### src/cpu_pkg.sv
package cpu_pkg;

  // sizes
  localparam int addr_w     = 10;  // logical and physical word address
  localparam int data_w     = 16;  // ram word
  localparam int page_bits  = 6;   // offset bits inside a page
  localparam int page_words = 64;  // 2**page_bits
  localparam int page_count = 16;  // physical pages
  localparam int page_idx_w = 4;   // page number width
  localparam int reg_count  = 8;
  localparam int reg_idx_w  = 3;

  // opcodes, high byte of the head word
  localparam logic [7:0] op_jmp       = 8'd1;   // pc = operand
  localparam logic [7:0] op_ram2reg   = 8'd2;   // reg = ram[operand]
  localparam logic [7:0] op_reg2ram   = 8'd3;   // ram[operand] = reg
  localparam logic [7:0] op_num2reg   = 8'd4;   // reg = operand
  localparam logic [7:0] op_reg_plus  = 8'd5;   // reg += operand
  localparam logic [7:0] op_reg_minus = 8'd6;   // reg -= operand
  localparam logic [7:0] op_exit      = 8'd17;  // stop the core

  // register unit request kinds
  localparam logic [1:0] kind_none = 2'd0;
  localparam logic [1:0] kind_load = 2'd1;
  localparam logic [1:0] kind_add  = 2'd2;
  localparam logic [1:0] kind_sub  = 2'd3;

  // host port states
  localparam logic [1:0] hp_wait = 2'd0;  // waiting for a request while idle
  localparam logic [1:0] hp_read = 2'd1;  // ram read in flight
  localparam logic [1:0] hp_ack  = 2'd2;  // ack high until req drops

  // mmu states
  localparam logic [1:0] mm_idle = 2'd0;
  localparam logic [1:0] mm_walk = 2'd1;  // one chain entry per cycle
  localparam logic [1:0] mm_scan = 2'd2;  // search for a free page
  localparam logic [1:0] mm_ack  = 2'd3;

  // sequencer states
  localparam logic [3:0] sq_stop     = 4'd0;   // before run
  localparam logic [3:0] sq_fetch    = 4'd1;   // start translate of pc
  localparam logic [3:0] sq_xlat     = 4'd2;   // translate handshake, returns to ret_st
  localparam logic [3:0] sq_rd_head  = 4'd3;
  localparam logic [3:0] sq_get_head = 4'd4;
  localparam logic [3:0] sq_rd_arg   = 4'd5;
  localparam logic [3:0] sq_get_arg  = 4'd6;
  localparam logic [3:0] sq_exec     = 4'd7;
  localparam logic [3:0] sq_wr_data  = 4'd8;   // reg2ram write
  localparam logic [3:0] sq_rd_data  = 4'd9;   // ram2reg read
  localparam logic [3:0] sq_get_data = 4'd10;
  localparam logic [3:0] sq_halt     = 4'd11;

  typedef struct packed {
    logic [7:0] op;
    logic [7:0] reg_sel;
  } head_t;

  typedef union packed {
    head_t             head;  // first instruction word
    logic [data_w-1:0] raw;   // operand or data word
  } mem_word_u;

  typedef struct packed {
    logic              en;
    logic [addr_w-1:0] addr;
    logic [data_w-1:0] data;
  } ram_wr_t;

  typedef struct packed {
    logic              en;
    logic [addr_w-1:0] addr;
  } ram_rd_t;

  typedef struct packed {
    logic [addr_w-1:0] phys_addr;
    logic              fault;  // no free page left
  } xlat_rsp_t;

  typedef struct packed {
    logic [1:0]           kind;  // kind_* above
    logic [reg_idx_w-1:0] idx;
    logic [data_w-1:0]    value;
  } reg_op_t;

endpackage
### src/host_port.sv
`timescale 1ns/1ps

module host_port import cpu_pkg::*; (
  input  logic              clka,
  input  logic              rst,
  input  logic              host_req,
  input  logic              host_we,
  input  logic [addr_w-1:0] host_addr,
  input  logic [data_w-1:0] host_wdata,
  output logic              host_ack,
  output logic [data_w-1:0] host_rdata,
  input  logic              core_idle,
  input  ram_wr_t           core_wr,
  input  ram_rd_t           core_rd,
  output ram_wr_t           ram_wr,
  output ram_rd_t           ram_rd,
  input  mem_word_u         ram_rdata
);

  logic [1:0] state;
  logic       start;  // new host access accepted this cycle

  assign start    = (state == hp_wait) && host_req && core_idle;  // held off while core runs
  assign host_ack = (state == hp_ack);

  always_comb begin
    if (core_idle) begin
      ram_wr.en   = start && host_we;
      ram_wr.addr = host_addr;
      ram_wr.data = host_wdata;
      ram_rd.en   = start && !host_we;
      ram_rd.addr = host_addr;
    end else begin
      ram_wr = core_wr;  // core owns ram while running
      ram_rd = core_rd;
    end
  end

  always_ff @(posedge clka) begin
    if (!rst) begin
      state <= hp_wait;
    end else begin
      case (state)
        hp_wait: if (start) state <= host_we ? hp_ack : hp_read;  // write done at once
        hp_read: state <= hp_ack;                                 // wait out read latency
        hp_ack:  if (!host_req) state <= hp_wait;                 // four-phase release
        default: state <= hp_wait;
      endcase
    end
  end

  always_ff @(posedge clka) begin
    if (state == hp_read) host_rdata <= ram_rdata.raw;  // valid while ack high
  end

endmodule

### config.mk
export PLATFORM = sky130hd
export DESIGN_NAME = host_port
export DESIGN_NICKNAME = d
export VERILOG_FILES = /design/src/cpu_pkg.sv /design/src/host_port.sv
export SDC_FILE = /design/constraint.sdc
export NUM_CORES = 1
export LEC_CHECK = 0
export BUFFER_PORTS_ARGS = -buffer_cell sky130_fd_sc_hd__buf_2
export CORE_UTILIZATION = 32
export CTS_BUF_LIST = sky130_fd_sc_hd__clkbuf_4
export CTS_CLUSTER_DIAMETER = 30
export CTS_CLUSTER_SIZE = 40
export DETAILED_ROUTE_END_ITERATION = 7
export HOLD_SLACK_MARGIN = 0.1
export PLACE_DENSITY = 0.92
export SETUP_SLACK_MARGIN = 0.5
export SLEW_MARGIN = 20
export SYNTH_ARGS = -nofsm -noshare
export SYNTH_HDL_FRONTEND = slang
export SYNTH_SLANG_ARGS = --single-unit
### constraint.sdc
create_clock -name clka -period 1.7 [get_ports clka]
set_clock_uncertainty 0.05 [all_clocks]
set_input_delay 0.17 -clock clka [delete_from_list [all_inputs] [get_ports clka]]
set_output_delay 0.17 -clock clka [all_outputs]
set_load 0.01 [all_outputs]
==> reports/metrics.sh, run 1 <==
COREAREA_UM2=3050
STD_CELL_ROWS=20
DIEAREA_UM2=3460
CP_DATA_REQUIRED_TIME_NS=1.48
PLACE_HPWL_MM=2.57
NUMBER_OF_SINKS_ON_THE_CLOCK_NET=18
SYN2LAYOUT_AREA_GROWTH_PCT=105
GRT_REMAINING_OVERFLOW=0
MAX-SLEW-MARGIN-REL=0.856
FP.DIEW_UM=58.8
TIMING_WORST_SETUP_PATH_TYPE='flop to output pin'
VIA_COUNT_OF_THE_FIRST_GLOBAL_ROUTING_PASS=1218
MAPPED_NETS=185
TOTALNEGATIVESETUPSLACK_NS=0
DETAILROUTE.VIA_COUNT=1359
POST_SYNTH_INSTANCE_AREA_UM2=1030
DETAIL_ROUTE.VIAS_PER_CELL=4.44
WIRELENGTH_MET1_MM=1.32
FINALCRITICALPERIOD_NS=1.42
MAXCAPVIOLATIONS=0
DRT-PASS1-ITER-COUNT=4
FIN_CRIT_SH=0.837
GRT_UTIL_ALL_LAYERS=0.223
RSZ0062_AT_GRT='yes'
REGAREA_UM2=526
HOLDCRITPATHCLASS='primary input to flop'
MAX_CLOCK_FREQ_MHz=703
SYNTH.AVG_CELL_AREA_UM2=10.3
DRT_ITER0_DRC=39
FILLERS=238
FINALSETUPVIOLATIONS=0
R2R_SLACK_NS=0.51
CLOCK_TREE.ROOT_CELL='clkbuf_4'
ROUTE.DETAILED.DRC=0
CRIT_FANOUT=2
FIN_CELLS=306
VDD_DROP_MAX_mV=0.221
TIMING_WORST_SLEW_PIN_VALUE_NS=0.215
STATUS='finished clean'
FINALWEIGHTEDCONGESTION=0.705
FF_LATCH_COUNT_SYNTH=18
CTS_INSERTED_BUFFERS=3
DETAIL_ROUTE.WIRELENGTH_MM=3.95
SLEW_VIOL_FINAL=0
FRACTION_OF_THE_YOSYS_AREA_TAKEN_BY_SEQUENTIAL_CELLS=0.504
TOP_LAYER='met4'
MULTIINPUTGATEAREA_UM2=434
CRIT_PATH_START_KIND='flop'
PIN_COUNT_OF_THE_BIGGEST_NET_ENTERING_GLOBAL_ROUTING=35
ANTENNA_VIOLATING_NETS_POST_ROUTE=0
POSTLAYOUTCOREUTIL=0.693
POST_DRT_WL_PER_CELL_UM=12.9
MET2_LENGTH_MM=2.20
NETLIST-CELL-TYPE-COUNT=19
HOLD_VIOL_FINAL=0
GRT_FIRST_PASS_WIRELENGTH_MM=5.56
YOSYS_WARNINGS=0
WORST_SETUP_HOLD_PATH_CLK_SLEW_NS=0.10
CP.ARRIVAL_NS=1.20
N_ANTENNA_CELL=0
PLACE.PORT_BUFFERS=139
FLOORPLAN.IO_PINS=140
PWR_DENSITY_CELL_nW_PER_UM2=523
SYNTHESIS.INSTANCES=100
CRITICAL_PATH.ENDPOINT_TYPE='output pin'
CTS_HTREE_LEVELS=1
FINALNETCOUNT=348
MET3ROUTEDLENGTH_UM=333
GRT_ANTENNA_BEFORE_REPAIR=0
STATIC_LEAKAGE_nW=1.14
DP.CELLS=280
INITIAL_UTILIZATION=0.338
MAXIMUM_COUNT_OF_CLOCK_BUFFERS_ALONG_A_SINGLE_PATH=2
FRACTION_OF_LAYOUT_CELLS_WITH_A_SIZE_SUFFIX_ABOVE_1=0.660
TRITONCTS_CLOCK_TREE='done'
FLOORPLAN.DIE.HEIGHT_UM=58.8
WORST_SKEW_PAIR.LATE_LATENCY_NS=0.28
## critical path, cell delays in order, from the launching register on
cell and delay (ns):
dfxtp_4 0.37, nor4b_4 0.27, mux2_4 0.19, buf_6 0.09
## repair_timing
action,4_1_cts,5_1_grt
setup buffers,3,0
hold endpoints to repair,17,0
resized for setup,10,6
gates cloned,0,2
pin swaps,1,2
endpoints found under the setup margin,26,19
hold buffers,17,0
## cell type report
class                           count  area share
Timing Repair Buffer              163       0.470
Multi-Input combinational cell     57       0.205
Inverter                           20      0.0355
Tap cell                           44      0.0260
Clock buffer                        4      0.0142
Sequential cell                    18       0.249
## per-stage QoR
step / power [W] / hold WS, ns / setup WS, ns / instance area, µm²
finish: 0.00111 / 0.145 / 0.277 / 2110
global route: 0.00116 / 0.130 / 0.205 / 2110
CTS: 0.00108 / 0.124 / 0.257 / 2040
detailed placement: 0.000817 / 0.298 / 0.406 / 1770
global placement: 0.000807 / 0.297 / 0.451 / 1770
floorplan: 0.000645 / 0.219 / 0.597 / 1040
## cell usage in the layout (no fill, tap or decap), drive strengths merged
cell type / instances
a21oi: 1
a41o: 1
and2b: 1
and3: 1
buf: 144
clkbuf: 6
dfxtp: 2
dlygate4sd3: 17
edfxtp: 16
inv: 20
mux2: 17
nand2: 10
nand3b: 1
nor2: 1
nor2b: 2
nor4b: 1
o21ai: 20
o2bb2ai: 1
## metal layers
layer	track usage	vias to the layer above
li1	-	664
met1	0.235	603
met2	0.409	84
met3	0.0484	8
met4	0.122	0
met5	0	-
## where the power goes
group / switching (W) / leakage [nW] / internal, W / total [W]
combinational: 0.000161 / 0.957 / 0.000220 / 0.000382
clock: 0.000120 / 0.0184 / 0.000107 / 0.000227
sequential: 0.00000634 / 0.162 / 0.000490 / 0.000496
total: 0.000288 / 1.14 / 0.000817 / 0.00110
## cell usage after synthesis (all sizes together)
library cell | count | share of area
a21oi | 1 | 0.0048
a41o | 1 | 0.0097
and2b | 1 | 0.0073
and3 | 1 | 0.0073
buf | 3 | 0.027
clkbuf | 2 | 0.0085
dfxtp | 2 | 0.039
edfxtp | 16 | 0.47
inv | 20 | 0.073
mux2 | 17 | 0.19
nand2 | 10 | 0.036
nand3b | 1 | 0.0073
nor2 | 1 | 0.0036
nor2b | 2 | 0.012
nor4b | 1 | 0.0085
o21ai | 20 | 0.097
o2bb2ai | 1 | 0.0085
## kinds of logic after synthesis
group                  after synthesis  synth area share
AO/OA/AOI/OAI                       23             0.120
buffers and inverters               25             0.108
flip-flops                          18             0.504
multiplexers                        17             0.185
AND/OR/NAND/NOR                     17            0.0824
## path summary, 6_finish.rpt
kind	to	startpoint	depth (start not counted)
hold reg to reg	state[1]	state[1]	2
setup / recovery	ram_rd[10]	state[0]	3
setup reg to reg	host_rdata[9]	state[0]	3
hold / removal	state[1]	host_req	3
## sequential cells by signal (all words and copies together) (netlist names)
signal      cells
host_rdata     16
state           2
Power figures use the tool's default switching activity.
==> run 2, diff against run 1 <==
ABC_AREA = 1   (was not set)
CORE_UTILIZATION = 29   (was 32)
PLACE_DENSITY = 0.88   (was 0.92)
clock period = 1.3 ns   (was 1.7 ns; I/O delays follow)
==> reports/metrics.sh, run 2 <==
WORST_SKEW_PAIR.LATE_LATENCY_NS=0.29  # about the same
HOLD_VIOL_FINAL=0  # unchanged
STATIC_LEAKAGE_nW=1.46  # +29%
NETLIST.TOP_CELL.BY_AREA='edfxtp_1'
TOP_REGISTER='host_rdata'
POWER_FRAC_CLOCK=0.168  # -0.038
CP_DATA_REQUIRED_TIME_NS=1.12  # -0.36 ns
MAXIMUM_COUNT_OF_CLOCK_BUFFERS_ALONG_A_SINGLE_PATH=2  # unchanged
WORST_SETUP_HOLD_PATH_CLK_SLEW_NS=0.10  # about the same
GRT_UTIL_ALL_LAYERS=0.238  # +0.0147
SYNTH-EDFF-COUNT=16  # unchanged
POWER_FRAC_COMB=0.444  # +0.099
FINALNETCOUNT=377  # +8.3%
PLACE.PORT_BUFFERS=139  # unchanged
FRACTION_OF_LAYOUT_CELLS_WITH_A_SIZE_SUFFIX_ABOVE_1=0.749  # +0.0888
FINALSETUPVIOLATIONS=0  # unchanged
TIMING_WORST_SLEW_PIN_VALUE_NS=0.118  # -0.0977 ns
DRT_ITER0_DRC=34  # -13%
POWER_REPORT.INTERNAL_TOTAL_W=0.00120  # +47%
SWITCHING_SHARE=0.280  # +0.0196
ANTENNA_VIOLATING_NETS_POST_ROUTE=0  # unchanged
FF_LATCH_COUNT_SYNTH=18  # unchanged
N_ANTENNA_CELL=0  # unchanged
GRT_ANTENNA_BEFORE_REPAIR=0  # unchanged
MAX-SLEW-MARGIN-REL=0.921  # +0.0656
YOSYS_WARNINGS=0  # unchanged
STD_CELL_ROWS=21  # +5.0%
TRITONCTS_CLOCK_TREE='done'
SYNTH.TOP_CELL.AREA_SHARE=0.457  # -0.00886
POST_SYNTH_INSTANCE_AREA_UM2=1050  # +1.9%
CLOCK_TREE.ROOT_CELL='clkbuf_4'
MAPPED_NETS=195  # +5.4%
PLACED_AREA_UM2=1820  # +2.8%
LAYOUT_COMMON_CELLS='122 x buf_2, 27 x buf_6, 26 x inv_1'
PLACE_HPWL_MM=2.57  # about the same
LAYOUT_COMMONEST_CELL='buf_2'
FLOORPLAN.DIE.HEIGHT_UM=62.2  # +5.9%
SLEW_VIOL_FINAL=0  # unchanged
SYNTH_COMMONEST_CELLS='29 x inv_1, 17 x o21ai_0, 16 x edfxtp_1, 16 x mux2_2, 14 x nand2_1'
CP.ARRIVAL_NS=1.10  # -0.10 ns
RSZ0062_AT_GRT='yes'
LARGESTREGISTERS='host_rdata (16), state (2)'
FIN_CRIT_SH=0.986
DETAIL_ROUTE.WIRELENGTH_MM=4.78  # +21%
CRITICAL_PATH.ENDPOINT_TYPE='output pin'
VDD_DROP_MAX_mV=0.647  # +190%
SEQPWRFRAC=0.387  # -0.062
WORST_MIN_DELAY_PATH_STARTPOINT='host_req'
WORSTREG2REGSTART='state[1]'
PWR_DENSITY_CELL_nW_PER_UM2=622  # +19%
CRIT_FANOUT=3  # +1
LARGEST_REG_FLOPS=16  # unchanged
DIEAREA_UM2=3870  # +12%
MAXCAPVIOLATIONS=0  # unchanged
FINALWEIGHTEDCONGESTION=0.807  # +15%
FP.DIEW_UM=62.2  # +5.9%
TOTAL_SWITCHING_POWER_W=0.000467  # +62%
FINALCRITICALPERIOD_NS=1.28
STATUS='finished clean'
CTS_INSERTED_BUFFERS=3  # unchanged
DRT-PASS1-ITER-COUNT=4  # unchanged
SYNTHESIS.INSTANCES=110  # +10%
MOST_INSTANTIATED_FLIP_FLOP_CELL_IN_THE_SYNTHESIS_NETLIST='edfxtp_1'
FINISH.INSTANCE_AREA_UM2=2680  # +27%
DETAIL_ROUTE.VIAS_PER_CELL=4.50  # +1.4%
GRT_REMAINING_OVERFLOW=0  # unchanged
CRITPATHLAUNCH='state[1]'
FINALPOWER_W=0.00167  # +51%
POSTLAYOUTCOREUTIL=0.785  # +0.0924
TOTALNEGATIVESETUPSLACK_NS=0  # unchanged
SYN2LAYOUT_AREA_GROWTH_PCT=155
FLOORPLAN.IO_PINS=140  # unchanged
ROUTE.DETAILED.DRC=0  # unchanged
TIMING_WORST_SETUP_PATH_TYPE='flop to output pin'
DETAILROUTE.VIA_COUNT=1517  # +12%
MAX_CLOCK_FREQ_MHz=781
POST_DRT_WL_PER_CELL_UM=14.2  # +10%
PIN_COUNT_OF_THE_BIGGEST_NET_ENTERING_GLOBAL_ROUTING=11  # -69%
POSTSYNTH.ASYNCRESETSHARE=0  # unchanged
SYNTHMOSTINSTANTIATEDCELL='inv_1'
NETLIST-CELL-TYPE-COUNT=14  # -5
FRACTION_OF_THE_YOSYS_AREA_TAKEN_BY_SEQUENTIAL_CELLS=0.495  # -0.00959
CTS_HTREE_LEVELS=1  # unchanged
NUMBER_OF_SINKS_ON_THE_CLOCK_NET=18  # unchanged
VIA_COUNT_OF_THE_FIRST_GLOBAL_ROUTING_PASS=1571  # +29%
SYNTH_AREA_LEADERS='edfxtp_1 46%, mux2_2 17%, inv_1 10%'
GRT_FIRST_PASS_WIRELENGTH_MM=7.07  # +27%
TIMING.HOLD.WS_NS=0.177  # +0.0318 ns
HOLDCRITPATHCLASS='primary input to flop'
SYNTH.AVG_CELL_AREA_UM2=9.57  # -7.3%
CRIT_PATH_START_KIND='flop'
INITIAL_UTILIZATION=0.308  # -0.0301
COREAREA_UM2=3420  # +12%
-- run 2: cell types whose count changed after synthesis, sizes merged, moves of 2 or more --
cell	change
nor2	+2
nand2	+4
nand3	+2
inv	+9
nor2b	-2
-- run 2: cells by family (layout without fill, tap and decap cells) --
family	Yosys count	in the layout	synth area share
AOI/OAI and AO/OA	22	22	0.106
buffers and inverters	34	215	0.152
DFF	18	18	0.495
muxes	16	16	0.171
and+or+nand+nor	20	20	0.0761
-- run 2: area by class of cell --
cell class,instances,area (µm²)
multi-input cells,58,564
inverters,29,113
clock buffers,3,22.5
fillers,241,734
clock inverters,1,3.75
repair buffers,182,1400
well taps,46,57.6
flip-flops and latches,18,526
-- run 2: path summary, 6_finish.rpt --
path | slack, ns | end | cells after the start
hold / removal | 0.18 | state[1] | 5
hold reg to reg | 0.59 | state[1] | 4
setup / recovery | 0.02 | ram_wr[26] | 4
setup reg to reg | 0.11 | state[0] | 7
-- run 2: timing repair --
item	CTS	global route
buffers inserted	14	3
cloned	7	0
endpoints found under the hold margin	18	0
setup endpoints to repair	72	74
resized for setup	74	24
pin swaps	17	6
hold buffers	17	0
-- run 2: metal layers --
| metal | routed length (µm) | GRT usage | up-vias |
|---|---|---|---|
| li1 | - | - | 724 |
| met1 | 1470 | 0.215 | 689 |
| met2 | 2810 | 0.499 | 92 |
| met3 | 346 | 0.0460 | 12 |
| met4 | 152 | 0.0959 | 0 |
| met5 | 0 | 0 | - |
-- run 2: power groups by stage --
stage,combinational [W],clock (W),sequential (W)
global route,0.000786,0.000316,0.000647
finish,0.000741,0.000281,0.000645
floorplan,0.000202,0,0.000664
detailed placement,0.000431,0,0.000660
CTS,0.000683,0.000284,0.000647
global placement,0.000418,0,0.000659
-- run 2: critical path, stage by stage (launching register included) --
cell and delay (ns):
dfxtp_2 0.35, nor2_1 0.10, nand2_1 0.10, o22ai_2 0.10, buf_2 0.16
-- run 2: through the flow --
stage / worst slack [ns] / cells
6_report: 0.0188 / 337
5_1_grt: -0.00575 / 337
4_1_cts: 0.0267 / 334
3_3_place_gp: 0.185 / 292
3_5_place_dp: 0.129 / 292
2_1_floorplan: 0.259 / 110
==> run 3, diff against run 2 <==
ABC_AREA = not set   (was 1)
==> reports/metrics.sh, run 3 (same netlist as run 1, synthesis figures left out) <==
STATUS='finished, violations left'
VIOLATIONS='setup timing'
CTS_INSERTED_BUFFERS=3  # unchanged
PATH_BUF_INV=1  # unchanged
NUMBER_OF_SINKS_ON_THE_CLOCK_NET=18  # unchanged
HOLD_VIOL_FINAL=0  # unchanged
FRACTION_OF_LAYOUT_CELLS_WITH_A_SIZE_SUFFIX_ABOVE_1=0.785  # +0.0355
CP_SLOWEST_STAGE_DELAY_NS=0.37  # +0.02 ns
WORST_SETUP_HOLD_PATH_CLK_SLEW_NS=0.10  # about the same
FINISH.INSTANCE_AREA_UM2=2740  # +2.0%
PIN_COUNT_OF_THE_BIGGEST_NET_ENTERING_GLOBAL_ROUTING=11  # unchanged
POWER_REPORT.INTERNAL_TOTAL_W=0.00125  # +3.9%
HOLDCRITPATHCLASS='primary input to flop'
COREAREA_UM2=3360  # -1.5%
SWITCHING_SHARE=0.281  # +0.00129
INITIAL_UTILIZATION=0.307  # -0.00114
TIMING_WORST_SLEW_PIN_VALUE_NS=0.243  # +0.126 ns
ANTENNA_VIOLATING_NETS_POST_ROUTE=0  # unchanged
PLACE.PORT_BUFFERS=139  # unchanged
FINALNETCOUNT=360  # -4.5%
RSZ0062_AT_GRT='yes'
DRT_ITER0_DRC=53  # +56%
TRITONCTS_CLOCK_TREE='done'
POWER_FRAC_CLOCK=0.183  # +0.015
POWER_FRAC_COMB=0.443  # about the same
CRIT_FANOUT=2  # -1
PLACE_HPWL_MM=2.34  # -9.0%
GRT_REMAINING_OVERFLOW=0  # unchanged
GRT_UTIL_MET1=0.246  # +0.0303
DETAIL_ROUTE.WIRELENGTH_MM=5.09  # +6.4%
PWR_DENSITY_CELL_nW_PER_UM2=634  # +2.0%
FIN_CRIT_SH=1.10  # +0.118
DRT-PASS1-ITER-COUNT=4  # unchanged
CP.ARRIVAL_NS=1.25  # +0.15 ns
TIMING_WORST_SETUP_PATH_TYPE='flop to output pin'
FLOORPLAN.IO_PINS=140  # unchanged
CRITICAL_PATH.ENDPOINT_TYPE='output pin'
FINALSETUPVIOLATIONS=2  # +2
GLOBAL_ROUTE.USAGE.MET3=0.0399  # -0.00604
LARGEST_REG_FLOPS=16  # unchanged
LARGESTREGISTERS='host_rdata (16), state (2)'
SEQPWRFRAC=0.374  # -0.013
LAYOUT_COMMONEST_CELL='buf_2'
GRT_ANTENNA_BEFORE_REPAIR=0  # unchanged
FINALWEIGHTEDCONGESTION=0.745  # -7.7%
FINAL_CRITICAL_PATH_SETUP_SLACK_NS=-0.135  # -0.153 ns
TOTAL_SWITCHING_POWER_W=0.000488  # +4.5%
FIN_CELLS=320  # -5.0%
MAX_CLOCK_FREQ_MHz=697  # -11%
GRT_UTIL_ALL_LAYERS=0.241  # +0.00371
PLACEMENT.SETUP.WORST_SLACK_NS=0.0658  # -0.0634 ns
TOP_REGISTER='host_rdata'
CP_CELL_SEQUENCE='nor4b_4 -> mux2_4 -> buf_6'
GRT_FIRST_PASS_WIRELENGTH_MM=6.53  # -7.5%
ROUTE.DETAILED.DRC=0  # unchanged
FP.DIEW_UM=61.7  # -0.92%
MAXIMUM_COUNT_OF_CLOCK_BUFFERS_ALONG_A_SINGLE_PATH=2  # unchanged
LAYOUT_COMMON_CELLS='116 x buf_2, 25 x buf_6, 20 x inv_1'
FINALCRITICALPERIOD_NS=1.43  # +0.153 ns
PLACED_AREA_UM2=1800  # -1.1%
CRIT_PATH_START_KIND='flop'
STATIC_LEAKAGE_nW=1.46  # -0.44%
DIEAREA_UM2=3800  # -1.8%
LAYER_WITH_THE_HIGHEST_USAGE_AFTER_GLOBAL_ROUTING='met2'
TIMING.HOLD.WS_NS=0.0519  # -0.125 ns
GLOBALROUTEMET2UTIL=0.467  # -0.0317
N_ANTENNA_CELL=0  # unchanged
MAX-SLEW-MARGIN-REL=0.837  # -0.0844
POST_DRT_WL_PER_CELL_UM=15.9  # +12%
TIMING.CRITICAL_PATH.SLOWEST_STAGE_CELL='dfxtp_4'
DETAILROUTE.VIA_COUNT=1483  # -2.2%
TOTALNEGATIVESETUPSLACK_NS=-0.176  # -0.176 ns
CPLARGESTDELAYFAMILY='flip-flops'
CP_DATA_REQUIRED_TIME_NS=1.12  # about the same
STD_CELL_ROWS=21  # unchanged
DETAIL_ROUTE.VIAS_PER_CELL=4.63  # +3.0%
SLEW_VIOL_FINAL=0  # unchanged
CLOCK_TREE.ROOT_CELL='clkbuf_4'
WORST_SKEW_PAIR.LATE_LATENCY_NS=0.29  # about the same
DP.CELLS=282  # -3.4%
CTS_HOLD_BUFFERS=16  # -1
VIA_COUNT_OF_THE_FIRST_GLOBAL_ROUTING_PASS=1404  # -11%
MAXCAPVIOLATIONS=0  # unchanged
CTS_HTREE_LEVELS=1  # unchanged
FLOORPLAN.DIE.HEIGHT_UM=61.7  # -0.92%
SYN2LAYOUT_AREA_GROWTH_PCT=165
VDD_DROP_MAX_mV=0.294  # -55%
-- run 3: changes by cell type in the layout (fill, tap and decap cells not counted), moves of 2 or more --
cell     previous run  this run
buf_4               5         3
buf_12              1         5
buf_6              27        25
buf_2             122       116
mux2_2              3         0
inv_2               2         0
nand3_1             2         0
nor2_1              2         0
mux2_4             13        17
nand2_1             5         0
inv_1              26        20
-- run 3: per-layer routing --
layer / up-vias / routed length, µm
met5: - / 0
met4: 0 / 167
met1: 675 / 1800
met2: 101 / 2740
li1: 690 / -
met3: 17 / 379
-- run 3: worst register-to-register path, stage by stage, from the launching register on --
cell,delay [ns]
dfxtp_4,0.38
buf_4,0.13
nor2b_4,0.22
clkbuf_16,0.19
-- run 3: final timing paths --
check	start	end	slack (ns)	cells after the start
min reg2reg	state[1]	state[1]	0.61	2
min	rst	state[1]	0.05	2
max	state[0]	ram_rd[10]	-0.13	3
max reg2reg	state[0]	host_rdata[6]	0.07	3
-- run 3: final cells by class --
| class | count | area, µm² |
|---|---|---|
| clock buffer | 4 | 30.0 |
| fill | 205 | 628 |
| inverter | 20 | 75.1 |
| multi-input combinational | 57 | 637 |
| sequential | 18 | 528 |
| tap | 46 | 57.6 |
| timing repair buffer | 175 | 1410 |
-- run 3: per-stage QoR --
stage,total power (W),utilization
after floorplan,0.000844,-
after global placement,0.00106,0.535
after detailed placement,0.00107,0.535
after CTS,0.00167,0.789
after global routing,0.00181,0.813
final,0.00173,0.813
-- run 3: power by group through the flow --
stage	registers [W]	logic [W]	clock network (W)
finish	0.000648	0.000769	0.000317
global placement	0.000660	0.000403	0
detailed placement	0.000660	0.000412	0
global route	0.000649	0.000816	0.000343
CTS	0.000645	0.000730	0.000292
floorplan	0.000665	0.000178	0
-- run 3: what timing repair did --
item | in CTS | in global routing
setup buffers | 9 | 1
pin swaps | 20 | 5
endpoints found under the setup margin | 73 | 74
gates resized for setup | 106 | 17
endpoints found under the hold margin | 17 | 2
gates cloned | 8 | 0
